--- config.mk ---
export PLATFORM = sky130hd
export DESIGN_NAME = dataPath
export DESIGN_NICKNAME = d
export VERILOG_FILES = /design/src/common/cpuPkg.sv /design/src/datapath/registerFile.sv /design/src/datapath/alu.sv /design/src/datapath/dataPath.sv
export SDC_FILE = /design/constraint.sdc
export NUM_CORES = 1
export LEC_CHECK = 0
export BUFFER_PORTS_ARGS = -buffer_cell sky130_fd_sc_hd__clkbuf_2
export CAP_MARGIN = 20
export CORE_UTILIZATION = 35
export DETAILED_ROUTE_END_ITERATION = 6
export PLACE_DENSITY = 0.51
export REMOVE_ABC_BUFFERS = 1
export SLEW_MARGIN = 20
export SYNTH_ARGS = -nofsm -noshare
export SYNTH_HDL_FRONTEND = slang
export SYNTH_SLANG_ARGS = --single-unit
--- constraint.sdc ---
create_clock -name Clock -period 10.4 [get_ports Clock]
set_input_delay 1.04 -clock Clock [delete_from_list [all_inputs] [get_ports Clock]]
set_output_delay 1.04 -clock Clock [all_outputs]
set_load 0.01 [all_outputs]
--- src/common/cpuPkg.sv ---
// Shared widths, fields, encodings and control structs of the bus CPU, imported by every RTL block
package cpuPkg;

   localparam int wordWidth = 32;
   localparam int addressWidth = 8;

   // Longest phase in steps; fetch and execute each count from zero
   localparam int maxSteps = 8;
   localparam int stepWidth = $clog2(maxSteps);

   // Instruction fields
   localparam int opcodeMsb = 31;
   localparam int opcodeLsb = 27;
   localparam int raMsb = 26;
   localparam int raLsb = 23;
   localparam int rbMsb = 22;
   localparam int rbLsb = 19;
   localparam int rcMsb = 18;
   localparam int rcLsb = 15;
   localparam int immMsb = 18;

   // Branch condition in the low bits of the rb field
   localparam int condWidth = 2;
   localparam logic [condWidth-1:0] condZero = 2'd0;
   localparam logic [condWidth-1:0] condNonzero = 2'd1;

   // Branch targets are relative to PC, which already points past the instruction
   typedef enum logic [4:0] {
      opAdd = 5'd0,
      opSub = 5'd1,
      opAnd = 5'd2,
      opOr = 5'd3,
      opAddi = 5'd4,
      opLd = 5'd5,
      opSt = 5'd6,
      opJal = 5'd7,
      opJr = 5'd8,
      opBrzr = 5'd9,
      opBrnz = 5'd10,
      opHalt = 5'd11
   } opcodeT;

   typedef enum logic [2:0] {
      aluAdd = 3'd0,
      aluSub = 3'd1,
      aluAnd = 3'd2,
      aluOr = 3'd3,
      aluPassB = 3'd4,
      aluInc = 3'd5
   } aluOpT;

   typedef enum logic [3:0] {
      busNone = 4'd0,
      busReg = 4'd1,
      busPc = 4'd2,
      busMdr = 4'd3,
      busZlo = 4'd4,
      busImm = 4'd5,
      busPcLink = 4'd6
   } busSourceT;

   typedef struct packed {
      busSourceT busSource;
      logic pcIn;
      logic irIn;
      logic yIn;
      logic zIn;
      logic marIn;
      logic mdrIn;
      logic conIn;
      logic rIn;
      logic rOut;
      logic gra;
      logic grb;
      logic grc;
      logic baOut;
      aluOpT aluOp;
      logic memRead;
      logic memWrite;
      logic incPc;
   } controlWordT;

   typedef struct packed {
      logic [wordWidth-1:0] ir;
      logic conFlag;
   } statusT;

endpackage

--- src/datapath/registerFile.sv ---
// General register file of the datapath; one write and one read port, register chosen by an IR field
`timescale 1ns/10ps
module registerFile (
   input  logic Clock,
   input  logic reset,
   input  logic [cpuPkg::wordWidth-1:0] irWord,
   input  logic gra,
   input  logic grb,
   input  logic grc,
   input  logic rIn,
   input  logic rOut,
   input  logic baOut,
   input  logic [cpuPkg::wordWidth-1:0] busIn,
   output logic [cpuPkg::wordWidth-1:0] readData
);
   import cpuPkg::*;

   logic [wordWidth-1:0] registers [16];
   logic [3:0] select;

   // Field select, ra first
   always_comb begin
      if (gra) begin
         select = irWord[raMsb:raLsb];
      end else if (grb) begin
         select = irWord[rbMsb:rbLsb];
      end else if (grc) begin
         select = irWord[rcMsb:rcLsb];
      end else begin
         select = '0;
      end
   end

   always_ff @(posedge Clock) begin
      if (reset) begin
         for (int i = 0; i < 16; i++) begin
            registers[i] <= '0;
         end
      end else if (rIn) begin
         registers[select] <= busIn;
      end
   end

   // Base addressing sees r0 as zero
   always_comb begin
      if (!rOut || (baOut && select == 4'd0)) begin
         readData = '0;
      end else begin
         readData = registers[select];
      end
   end

endmodule

--- src/datapath/alu.sv ---
// Combinational ALU of the datapath; Y on input a, the bus on input b, result goes to Z
`timescale 1ns/10ps
module alu (
   input  cpuPkg::aluOpT operation,
   input  logic [cpuPkg::wordWidth-1:0] a,
   input  logic [cpuPkg::wordWidth-1:0] b,
   output logic [cpuPkg::wordWidth-1:0] result
);
   import cpuPkg::*;

   // All arithmetic wraps at 32 bits
   always_comb begin
      case (operation)
         aluAdd: begin
            result = a + b;
         end
         aluSub: begin
            result = a - b;
         end
         aluAnd: begin
            result = a & b;
         end
         aluOr: begin
            result = a | b;
         end
         aluPassB: begin
            result = b;
         end
         aluInc: begin
            result = b + 1'b1;
         end
         default: begin
            result = '0;
         end
      endcase
   end

endmodule

--- src/datapath/dataPath.sv ---
// Datapath of the bus CPU; special registers, bus multiplexer, immediate and condition logic, steered by the control word
`timescale 1ns/10ps
module dataPath (
   input  logic Clock,
   input  logic reset,
   input  cpuPkg::controlWordT control,
   output cpuPkg::statusT status,
   output logic [cpuPkg::addressWidth-1:0] memAddress,
   output logic [cpuPkg::wordWidth-1:0] memWriteData,
   input  logic [cpuPkg::wordWidth-1:0] memReadData,
   output logic memRead,
   output logic memWrite
);
   import cpuPkg::*;

   logic [wordWidth-1:0] pc;
   logic [wordWidth-1:0] ir;
   logic [wordWidth-1:0] mdr;
   logic [wordWidth-1:0] y;
   logic [wordWidth-1:0] z;
   logic [addressWidth-1:0] mar;
   logic conFlag;
   logic readPending;
   logic [wordWidth-1:0] busValue;
   logic [wordWidth-1:0] regReadData;
   logic [wordWidth-1:0] aluResult;
   logic [wordWidth-1:0] immediate;

   registerFile u_registerFile (
      .Clock    (Clock),
      .reset    (reset),
      .irWord   (ir),
      .gra      (control.gra),
      .grb      (control.grb),
      .grc      (control.grc),
      .rIn      (control.rIn),
      .rOut     (control.rOut),
      .baOut    (control.baOut),
      .busIn    (busValue),
      .readData (regReadData)
   );

   alu u_alu (
      .operation (control.aluOp),
      .a         (y),
      .b         (busValue),
      .result    (aluResult)
   );

   assign immediate = {{(wordWidth - immMsb - 1){ir[immMsb]}}, ir[immMsb:0]};

   always_comb begin
      case (control.busSource)
         busReg: begin
            busValue = regReadData;
         end
         // After fetch PC already holds the link address
         busPc, busPcLink: begin
            busValue = pc;
         end
         busMdr: begin
            busValue = mdr;
         end
         busZlo: begin
            busValue = z;
         end
         busImm: begin
            busValue = immediate;
         end
         default: begin
            busValue = '0;
         end
      endcase
   end

   always_ff @(posedge Clock) begin
      if (reset) begin
         pc <= '0;
         ir <= '0;
         conFlag <= 1'b0;
         readPending <= 1'b0;
      end else begin
         if (control.pcIn) begin
            pc <= busValue;
         end else if (control.incPc) begin
            pc <= pc + 1'b1;
         end
         if (control.irIn) begin
            ir <= busValue;
         end
         if (control.conIn) begin
            conFlag <= (busValue == '0);
         end
         // Memory data arrives one cycle after the read strobe
         readPending <= control.memRead;
      end
   end

   always_ff @(posedge Clock) begin
      if (control.marIn) begin
         mar <= busValue[addressWidth-1:0];
      end
      if (control.mdrIn) begin
         mdr <= readPending ? memReadData : busValue;
      end
      if (control.yIn) begin
         y <= busValue;
      end
      if (control.zIn) begin
         z <= aluResult;
      end
   end

   assign memAddress = mar;
   assign memWriteData = mdr;
   assign memRead = control.memRead;
   assign memWrite = control.memWrite;
   assign status = '{ir: ir, conFlag: conFlag};

endmodule

==> results.toml <==
[critical_path]
cp_slowest_cell = "a21bo_4"
end_kind = "register"
r2r.worst_path.cells = 20
crit_family = "compound AO/OA/AOI/OAI gates"
setup.worst_path.start = "control[8]"
cp_num_cells = 24
arrival_ps = 7510
worstPathCellList = "clkbuf_2 > a21oi_1 > a21bo_4 > buf_12 > nand3_1 > o21ai_2 > buf_4 > a31oi_1 > o211a_1 > a21oi_2 > buf_4 > inv_1 > ha_1 > fa_1 > a21o_1 > a21oi_2 > o21a_1 > nor2_1 > a41o_1 > a311o_1 > or4b_1 > and3_1 > nor4_2 > a311o_1"
cp_data_required_time_ps = 10900
crit_type = "in2reg"
worst-path-buf-inv = 5
worstPathMaxFanout = 82
timing.rr.start = "ir[24]"
max_stage_delay_ps = 560
start_kind = "primary input"

[placed_design]
post-place-ws_ps = 2820
dp.cells = 4822
port-buffer-count = 129
gp_congestion = 0.936
dp_hpwl_um = 81200

[clock_tree]
cts.clk_slew.worst_paths_ps = 60
holdBufCountCts = 0
cts_buffers = 76
clock_latency_ps = 640
cts_resized = 0
cts_buffer_depth = 3
htree_levels = 3
clock_sinks = 682
tritoncts = "yes"
cts-root-buf = "clkbuf_16"
postCtsSetupBuffers = 0

[route]
drtPass1Iterations = 7
route.vias.total = 27900
wl_per_cell_um = 26.2
wirelength_um = 130000
top_layer = "met4"
wl_met1_um = 54500
drc = 3
wl_met2_um = 62400
dr_wl_met3_um = 9080
antenna_left = 0
vias_per_cell = 5.62
drt_iter0_drc = 3047

[die]
die_h_um = 321
num_io_pins = 132
die_w_um = 321
start_util = 0.355
rows = 116
dieArea_um2 = 103000
core_region_area_um2 = 101000

[power]
seq_power_share = 0.452
peakVddDrop_mv = 0.112
powerDensity_nw_per_um2 = 175
p_comb_frac = 0.140
intPower_w = 0.00513
switching_share = 0.273
p_leak_nw = 15.1
p_switching_w = 0.00193
p_clk_frac = 0.408

[status]
violations = "design-rule violations"
status = "finished, violations left"

[layout]
final_common_cell = "nor2_1"
syn_to_final_growth_pct = 13.1
final_cell_mix = "713 x nor2_1, 616 x edfxtp_1, 500 x nand2_1"
fill_cells = 9800
postLayoutCoreUtil = 0.401
drive_gt1_frac = 0.125
num_antenna_cells = 0
num-nets-final = 3729
final_cell_count_no_fill = 4962
multiInputGateArea_um2 = 14300
layout.area.seq_um2 = 19800

[sta]
rsz0062_at_grt = "no"
post-route-period-util = 0.674
final-setup-viol-count = 0
fin_ws_ps = 3390
slew_viol_final = 0
layout_min_cycle_time_ps = 7010
fmaxAchievable_mhz = 143
slew_headroom = 0.214
clock_skew_ps = 22.1
hold_viol = 0
worst_pin_slew_ps = 1180
timing.hold.ws_ps = 487

[synthesis]
netlist_area_um2 = 35700
yosysWarningCount = 0
synth-seq-cells = 682
async_reset_ff_frac = 0
synth_cell_type_count = 91
synth-seq-area-share = 0.555
synth.avg_cell_area_um2 = 10.2
synthFlopType = "edfxtp_1"
synth_cells = 3505
synth-edff-count = 616

[grt]
grt_pass1_vias = 26600
grt_max_degree = 114
antenna_found_initial = 2
overflow = 0
grt_first_pass_wirelength_um = 187000
track_usage = 0.247

[flow_run]
cap_violations = 0

[worst_hold_path]
min_from = "ir[30]"
hold_path_class = "reg2reg"
whs_path_depth = 2
==> registers in the layout (all words and copies together) (netlist names) <==
| name | flops |
|---|---|
| u_registerFile.registers | 512 |
| ir | 32 |
| memWriteData | 32 |
| pc | 32 |
| y | 32 |
| z | 32 |
| memAddress | 8 |
| conFlag | 1 |
| readPending | 1 |
==> final timing paths <==
path / end / slack (ps)
worst min register to register: ir[30] / 490
worst max register to register: z[20] / 3520
worst max-delay path: z[20] / 3390
worst min-delay path: ir[30] / 490
==> Yosys cell counts (23+ instances only) <==
library cell | count | area, um^2
nor2_1 | 716 | 2690
edfxtp_1 | 616 | 18500
nand2_1 | 500 | 1880
a21oi_1 | 142 | 711
clkbuf_1 | 128 | 480
ha_1 | 127 | 1590
buf_2 | 107 | 536
inv_1 | 104 | 390
nand3_1 | 99 | 495
a211oi_1 | 94 | 706
dfxtp_1 | 66 | 1320
xnor2_1 | 59 | 517
o21ai_0 | 58 | 290
mux2i_1 | 52 | 521
and3_1 | 44 | 275
a31oi_1 | 42 | 263
a221oi_1 | 38 | 333
mux2_2 | 38 | 428
a22oi_1 | 32 | 240
buf_4 | 29 | 218
xor2_1 | 26 | 228
a311oi_1 | 25 | 219
nand2b_1 | 23 | 144
nor2b_1 | 23 | 144
==> worst reg2reg max path: cells and delay by family, from the launching register on <==
family / cells / cell delay, ps
AO/OA/AOI/OAI: 10 / 3160
AND/OR/NAND/NOR: 7 / 1890
flip-flops: 1 / 520
buffers and inverters: 2 / 740
adder cells (fa/ha/maj): 1 / 440
==> cells by family (layout without fill, tap and decap cells) <==
logic type	after synthesis	after routing	synth area share
compound gates	622	622	0.124
xor+xnor	85	85	0.0209
fa+ha+maj	129	129	0.0457
buf+inv	386	486	0.0489
flops	682	682	0.555
mux	91	91	0.0272
simple gates	1510	1510	0.178
==> per-layer routing <==
metal	global-route usage	up-vias
li1	-	12500
met1	0.328	13900
met2	0.415	1225
met3	0.0333	225
met4	0.0829	0
met5	0	-
==> through the flow <==
stage	power [W]	setup TNS [ps]	instance area, um^2
6_report	0.00706	0	40400
3_5_place_dp	0.00422	0	37700
2_1_floorplan	0.00380	-243070	34300
4_1_cts	0.00708	0	40400
3_3_place_gp	0.00422	0	37700
5_1_grt	0.00727	0	40400
==> power groups by stage <==
stage | sequential, W | combinational, W | clock (W)
2_1_floorplan | 0.00323 | 0.000570 | 0
3_3_place_gp | 0.00324 | 0.000974 | 0
3_5_place_dp | 0.00324 | 0.000974 | 0
4_1_cts | 0.00319 | 0.000978 | 0.00292
5_1_grt | 0.00320 | 0.00106 | 0.00301
6_report | 0.00319 | 0.000989 | 0.00288
==> cell type report <==
cell class	count	share of cell area
clock inverter	44	0.0143
tap	1357	0.0421
timing repair buffer	240	0.0379
inverter	106	0.00986
multi-input combinational	2437	0.354
clock buffer	96	0.0503
sequential	682	0.491
Note: power is estimated with default switching activity, not from simulation.
