File: src/common/cpuPkg.sv
// Shared widths, fields, encodings and control structs of the bus CPU, imported by every RTL block
package cpuPkg;

   localparam int wordWidth = 32;
   localparam int addressWidth = 8;

   // Longest phase in steps; fetch and execute each count from zero
   localparam int maxSteps = 8;
   localparam int stepWidth = $clog2(maxSteps);

   // Instruction fields
   localparam int opcodeMsb = 31;
   localparam int opcodeLsb = 27;
   localparam int raMsb = 26;
   localparam int raLsb = 23;
   localparam int rbMsb = 22;
   localparam int rbLsb = 19;
   localparam int rcMsb = 18;
   localparam int rcLsb = 15;
   localparam int immMsb = 18;

   // Branch condition in the low bits of the rb field
   localparam int condWidth = 2;
   localparam logic [condWidth-1:0] condZero = 2'd0;
   localparam logic [condWidth-1:0] condNonzero = 2'd1;

   // Branch targets are relative to PC, which already points past the instruction
   typedef enum logic [4:0] {
      opAdd = 5'd0,
      opSub = 5'd1,
      opAnd = 5'd2,
      opOr = 5'd3,
      opAddi = 5'd4,
      opLd = 5'd5,
      opSt = 5'd6,
      opJal = 5'd7,
      opJr = 5'd8,
      opBrzr = 5'd9,
      opBrnz = 5'd10,
      opHalt = 5'd11
   } opcodeT;

   typedef enum logic [2:0] {
      aluAdd = 3'd0,
      aluSub = 3'd1,
      aluAnd = 3'd2,
      aluOr = 3'd3,
      aluPassB = 3'd4,
      aluInc = 3'd5
   } aluOpT;

   typedef enum logic [3:0] {
      busNone = 4'd0,
      busReg = 4'd1,
      busPc = 4'd2,
      busMdr = 4'd3,
      busZlo = 4'd4,
      busImm = 4'd5,
      busPcLink = 4'd6
   } busSourceT;

   typedef struct packed {
      busSourceT busSource;
      logic pcIn;
      logic irIn;
      logic yIn;
      logic zIn;
      logic marIn;
      logic mdrIn;
      logic conIn;
      logic rIn;
      logic rOut;
      logic gra;
      logic grb;
      logic grc;
      logic baOut;
      aluOpT aluOp;
      logic memRead;
      logic memWrite;
      logic incPc;
   } controlWordT;

   typedef struct packed {
      logic [wordWidth-1:0] ir;
      logic conFlag;
   } statusT;

endpackage

File: src/rtl/controlSequencer.sv
// Control sequencer of the bus CPU; steps through fetch and execute and issues one control word per cycle
`timescale 1ns/10ps
module controlSequencer (
   input  logic Clock,
   input  logic reset,
   input  logic run,
   input  cpuPkg::statusT status,
   output cpuPkg::controlWordT control,
   output logic halted
);
   import cpuPkg::*;

   typedef enum logic [1:0] {
      phaseIdle,
      phaseFetch,
      phaseExecute,
      phaseHalted
   } phaseT;

   localparam logic [stepWidth-1:0] fetchLast = 3;

   phaseT phase;
   logic [stepWidth-1:0] step;
   opcodeT opcode;
   logic [condWidth-1:0] condField;
   logic branchTaken;
   logic lastStep;

   function automatic aluOpT aluFor(input opcodeT op);
      case (op)
         opSub: begin
            return aluSub;
         end
         opAnd: begin
            return aluAnd;
         end
         opOr: begin
            return aluOr;
         end
         default: begin
            return aluAdd;
         end
      endcase
   endfunction

   assign opcode = opcodeT'(status.ir[opcodeMsb:opcodeLsb]);
   assign condField = status.ir[rbLsb +: condWidth];

   always_comb begin
      case (condField)
         condZero: begin
            branchTaken = status.conFlag;
         end
         condNonzero: begin
            branchTaken = !status.conFlag;
         end
         default: begin
            branchTaken = 1'b0;
         end
      endcase
   end

   // Fetch steps T0..T3, execute steps count again from zero (T4 onwards)
   always_comb begin
      control = '0;
      lastStep = 1'b0;
      if (phase == phaseFetch) begin
         case (step)
            0: begin
               control.busSource = busPc;
               control.marIn = 1'b1;
               control.incPc = 1'b1;
            end
            1: begin
               // Bus is free here, so Y picks up PC for branches
               control.memRead = 1'b1;
               control.busSource = busPc;
               control.yIn = 1'b1;
            end
            2: begin
               control.mdrIn = 1'b1;
            end
            default: begin
               control.busSource = busMdr;
               control.irIn = 1'b1;
            end
         endcase
      end else if (phase == phaseExecute) begin
         case (opcode)
            opAdd, opSub, opAnd, opOr, opAddi: begin
               lastStep = (step == 2);
               if (step == 0) begin
                  control.busSource = busReg;
                  control.rOut = 1'b1;
                  control.grb = 1'b1;
                  control.yIn = 1'b1;
               end else if (step == 1) begin
                  control.zIn = 1'b1;
                  if (opcode == opAddi) begin
                     control.busSource = busImm;
                     control.aluOp = aluAdd;
                  end else begin
                     control.busSource = busReg;
                     control.rOut = 1'b1;
                     control.grc = 1'b1;
                     control.aluOp = aluFor(opcode);
                  end
               end else begin
                  control.busSource = busZlo;
                  control.rIn = 1'b1;
                  control.gra = 1'b1;
               end
            end
            opLd: begin
               lastStep = (step == 5);
               case (step)
                  0: begin
                     control.busSource = busReg;
                     control.rOut = 1'b1;
                     control.grb = 1'b1;
                     control.baOut = 1'b1;
                     control.yIn = 1'b1;
                  end
                  1: begin
                     control.busSource = busImm;
                     control.aluOp = aluAdd;
                     control.zIn = 1'b1;
                  end
                  2: begin
                     control.busSource = busZlo;
                     control.marIn = 1'b1;
                  end
                  3: begin
                     control.memRead = 1'b1;
                  end
                  4: begin
                     control.mdrIn = 1'b1;
                  end
                  default: begin
                     control.busSource = busMdr;
                     control.rIn = 1'b1;
                     control.gra = 1'b1;
                  end
               endcase
            end
            opSt: begin
               lastStep = (step == 4);
               case (step)
                  // Data word goes to MDR first, while no read is pending
                  0: begin
                     control.busSource = busReg;
                     control.rOut = 1'b1;
                     control.gra = 1'b1;
                     control.mdrIn = 1'b1;
                  end
                  1: begin
                     control.busSource = busReg;
                     control.rOut = 1'b1;
                     control.grb = 1'b1;
                     control.baOut = 1'b1;
                     control.yIn = 1'b1;
                  end
                  2: begin
                     control.busSource = busImm;
                     control.aluOp = aluAdd;
                     control.zIn = 1'b1;
                  end
                  3: begin
                     control.busSource = busZlo;
                     control.marIn = 1'b1;
                  end
                  default: begin
                     control.memWrite = 1'b1;
                  end
               endcase
            end
            opJal: begin
               lastStep = (step == 1);
               if (step == 0) begin
                  control.busSource = busPcLink;
                  control.rIn = 1'b1;
                  control.grb = 1'b1;
               end else begin
                  control.busSource = busReg;
                  control.rOut = 1'b1;
                  control.gra = 1'b1;
                  control.pcIn = 1'b1;
               end
            end
            opJr: begin
               lastStep = 1'b1;
               control.busSource = busReg;
               control.rOut = 1'b1;
               control.gra = 1'b1;
               control.pcIn = 1'b1;
            end
            opBrzr, opBrnz: begin
               lastStep = (step == 2);
               if (step == 0) begin
                  control.busSource = busReg;
                  control.rOut = 1'b1;
                  control.gra = 1'b1;
                  control.conIn = 1'b1;
               end else if (step == 1 && branchTaken) begin
                  control.busSource = busImm;
                  control.aluOp = aluAdd;
                  control.zIn = 1'b1;
               end else if (step == 2 && branchTaken) begin
                  control.busSource = busZlo;
                  control.pcIn = 1'b1;
               end
            end
            // Halt and unknown opcodes take a single empty step
            default: begin
               lastStep = 1'b1;
            end
         endcase
      end
   end

   always_ff @(posedge Clock) begin
      if (reset) begin
         phase <= phaseIdle;
         step <= '0;
      end else begin
         case (phase)
            phaseIdle: begin
               step <= '0;
               if (run) begin
                  phase <= phaseFetch;
               end
            end
            phaseFetch: begin
               if (step == fetchLast) begin
                  phase <= phaseExecute;
                  step <= '0;
               end else begin
                  step <= step + 1'b1;
               end
            end
            phaseExecute: begin
               if (opcode == opHalt) begin
                  phase <= phaseHalted;
               end else if (lastStep) begin
                  phase <= run ? phaseFetch : phaseIdle;
                  step <= '0;
               end else begin
                  step <= step + 1'b1;
               end
            end
            default: begin
               phase <= phaseHalted;
            end
         endcase
      end
   end

   assign halted = (phase == phaseHalted);

endmodule

File: config.mk
export PLATFORM = sky130hd
export DESIGN_NAME = controlSequencer
export DESIGN_NICKNAME = d
export VERILOG_FILES = /design/src/common/cpuPkg.sv /design/src/rtl/controlSequencer.sv
export SDC_FILE = /design/constraint.sdc
export NUM_CORES = 1
export LEC_CHECK = 0
export BUFFER_PORTS_ARGS = -buffer_cell sky130_fd_sc_hd__buf_4
export CAP_MARGIN = 10
export CORE_UTILIZATION = 45
export DETAILED_ROUTE_END_ITERATION = 7
export GPL_ROUTABILITY_DRIVEN = 0
export PLACE_DENSITY = 0.81
export SETUP_SLACK_MARGIN = 0.1
export SYNTH_ARGS = -nofsm -noshare
export SYNTH_HDL_FRONTEND = slang
export SYNTH_SLANG_ARGS = --single-unit
File: constraint.sdc
create_clock -name Clock -period 2.81 [get_ports Clock]
set_input_delay 0.281 -clock Clock [delete_from_list [all_inputs] [get_ports Clock]]
set_output_delay 0.281 -clock Clock [all_outputs]
set_load 0.01 [all_outputs]
==> results.toml <==
[status]
status = "finished, final reports clean"

[worst_setup_path]
critPathMaxStageDelay_ps = 450
critPathCaptureType = "output port"
crit_chain = "inv_1, ha_1, a2111oi_4, a21o_1, a221oi_1, a211oi_1, buf_4"
path_max_fanout = 8
arrival_ps = 2220
worst_ep_required_time_ps = 2530
start_kind = "flop"
path_class = "reg2out"
cpMaxStageDelayCell = "a2111oi_4"

[grt]
grt_pass1_vias = 1271
grt_busiest_layer = "met2"
grt_pass1_wl_um = 5589
met1_usage_pct = 33.28
grt_max_degree = 18
antenna_found_initial = 0
use_met3_pct = 2.500
track_usage_pct = 25.47
grt.overflow.total = 0
grtUsageMet2_pct = 43.90

[floorplanning]
io_pins = 60
start_util_pct = 48.82
core_mm2 = 0.002545
dieArea_mm2 = 0.002975
fp.dieW_um = 54.55
row_count = 18
die_y_um = 54.55

[sta]
fmax_mhz = 400.4
slew-limit-headroom_pct = 63.63
hold_violations = 0
final.setup_skew_ps = 2.095
rsz0062_at_grt = "no"
worstMarginPinSlew_ps = 541.1
min_period_over_period_pct = 88.87
setup_tns_ps = 0
setup_slack_ps = 312.7
timing.final.crit_period_ps = 2497
slew_violations = 0
setup-violations-final = 0

[placement]
portBuffers = 32
dp.final_hpwl_um = 2601
preCtsSetupSlack_ps = 409.8

[clock_network]
path_clk_slew_ps = 40
clock-root-buffer = "clkbuf_4"
clkSinkCount = 5
postCtsHoldBufs = 0
worstSkewPairLatency_ps = 230
cts_buffers = 3
htree_levels = 1
clk_path_buf_depth = 2
cts_tree = "built"

[yosys]
netlist_instances = 180
async_flop_share_pct = 0
synth-seq-cells = 5
yosys_warnings = 0
synth-edff-count = 0
synthesis.area_mm2 = 0.001242
synthFlopType = "dfxtp_1"
yosysUniqueCellTypes = 55
yosysSeqAreaShare_pct = 8.056
avgSynthCellArea_um2 = 6.902

[drt]
dr.pass1.iters = 4
vias = 1457
drc = 0
viasPerCell = 6.174
routed_wirelength_um = 3529
drtIter0Drc = 88
wl_per_cell_um = 14.95
ant_nets = 0

[layout]
mostFrequentLayoutCell = "buf_4"
nets = 253
drive_gt1_share_pct = 24.27
layout_common_cells = "buf_4 (35), nor2_1 (20), nand2_1 (16)"
fill_cells = 255
area_delta_synth_final_pct = 21.45
n_antenna_cell = 0

[pwr]
power.leakage_nw = 0.5846
power.density_mw_per_mm2 = 498.1
vdd_ir_drop_max_mv = 0.4236

[worst_hold_path]
hp-class = "in2reg"

[flow_run]
drv_cap = 0
stage by stage:
stage	area, um2	hold WS [ps]	instances	utilization (%)	power [mW]
6_report	1509	255.4	236	59.29	0.7515
5_1_grt	1509	251.8	236	59.29	0.8167
4_1_cts	1490	245.6	236	58.55	0.7386
3_5_place_dp	1464	498.3	232	57.52	0.6509
3_3_place_gp	1464	491.3	232	57.52	0.6442
2_1_floorplan	1246	349.9	181	-	0.4916
Yosys cell counts (2+ instances only):
| library cell | count | area, um2 |
|---|---|---|
| o211ai_1 | 3 | 22.52 |
| nor2b_1 | 7 | 43.79 |
| nor3_1 | 10 | 50.05 |
| a21oi_1 | 8 | 40.04 |
| o22ai_1 | 4 | 25.02 |
| o21bai_1 | 3 | 22.52 |
| ha_1 | 10 | 125.1 |
| nand2b_1 | 3 | 18.77 |
| a211oi_1 | 2 | 15.01 |
| a31o_2 | 2 | 17.52 |
| buf_6 | 2 | 22.52 |
| dfxtp_1 | 5 | 100.1 |
| nand2_1 | 16 | 60.06 |
| inv_1 | 7 | 26.28 |
| a21o_1 | 4 | 30.03 |
| buf_2 | 6 | 30.03 |
| and2_1 | 3 | 18.77 |
| o21ai_0 | 6 | 30.03 |
| buf_4 | 2 | 15.01 |
| o21a_1 | 2 | 15.01 |
| xnor2_1 | 4 | 35.03 |
| a22o_1 | 3 | 26.28 |
| nand3_1 | 5 | 25.02 |
| nor2_1 | 20 | 75.07 |
| a2111oi_2 | 2 | 30.03 |
| a221o_1 | 2 | 20.02 |
| a22oi_1 | 2 | 15.01 |
| clkbuf_1 | 4 | 15.01 |
| nand3b_1 | 2 | 15.01 |
| nor3b_1 | 5 | 37.54 |
| a221oi_1 | 2 | 17.52 |
state kept, by name (all words and copies together) (netlist names):
name	count
phase	2
step	3
timing repair:
action                                 CTS  global route
gates resized for setup                  0             4
endpoints found under the hold margin    0             0
buffers inserted                         0             0
setup endpoints to repair                0             6
report_power, final:
part           switching, mW  leakage [nW]  internal [mW]
sequential            0.0257        0.0413         0.0904
combinational          0.326         0.528          0.229
clock                 0.0270        0.0150         0.0535
routing by layer:
layer	vias up	wire, um
met5	-	0
li1	715	-
met2	90	1670
met1	648	1510
met3	4	322
met4	0	25
worst max-delay path, delay by kind of cell (launching register included):
kind	cells	cell delay [ps]
AOI/OAI and AO/OA	4	950
adders and majority gates	1	300
buffers and inverters	2	300
DFF	1	420
layout make-up:
class | instances | area [um2] | share of cell area [%]
inverter | 8 | 30.03 | 1.990
tap | 30 | 37.54 | 2.488
multi-input combinational | 154 | 1051 | 69.65
clock buffer | 4 | 26.28 | 1.741
sequential | 5 | 101.3 | 6.716
timing repair buffer | 35 | 262.8 | 17.41
final timing paths:
check / start / to / slack, ps / cells after the start
hold reg to reg: step[1] / step[1] / 530 / 1
setup reg to reg: phase[1] / phase[0] / 860 / 7
setup / recovery: step[2] / control[11] / 310 / 7
hold / removal: reset / phase[1] / 260 / 2
kinds of logic after synthesis:
logic type	after synthesis	share of synthesized area, %
AO/OA/AOI/OAI	52	31.42
adder cells (fa/ha/maj)	11	10.88
other	1	0.3018
flip-flops	5	8.057
buffers and inverters	22	9.063
XOR/XNOR	5	3.525
AND/OR/NAND/NOR	84	36.76
No activity file was read; power rests on OpenSTA's default activity.
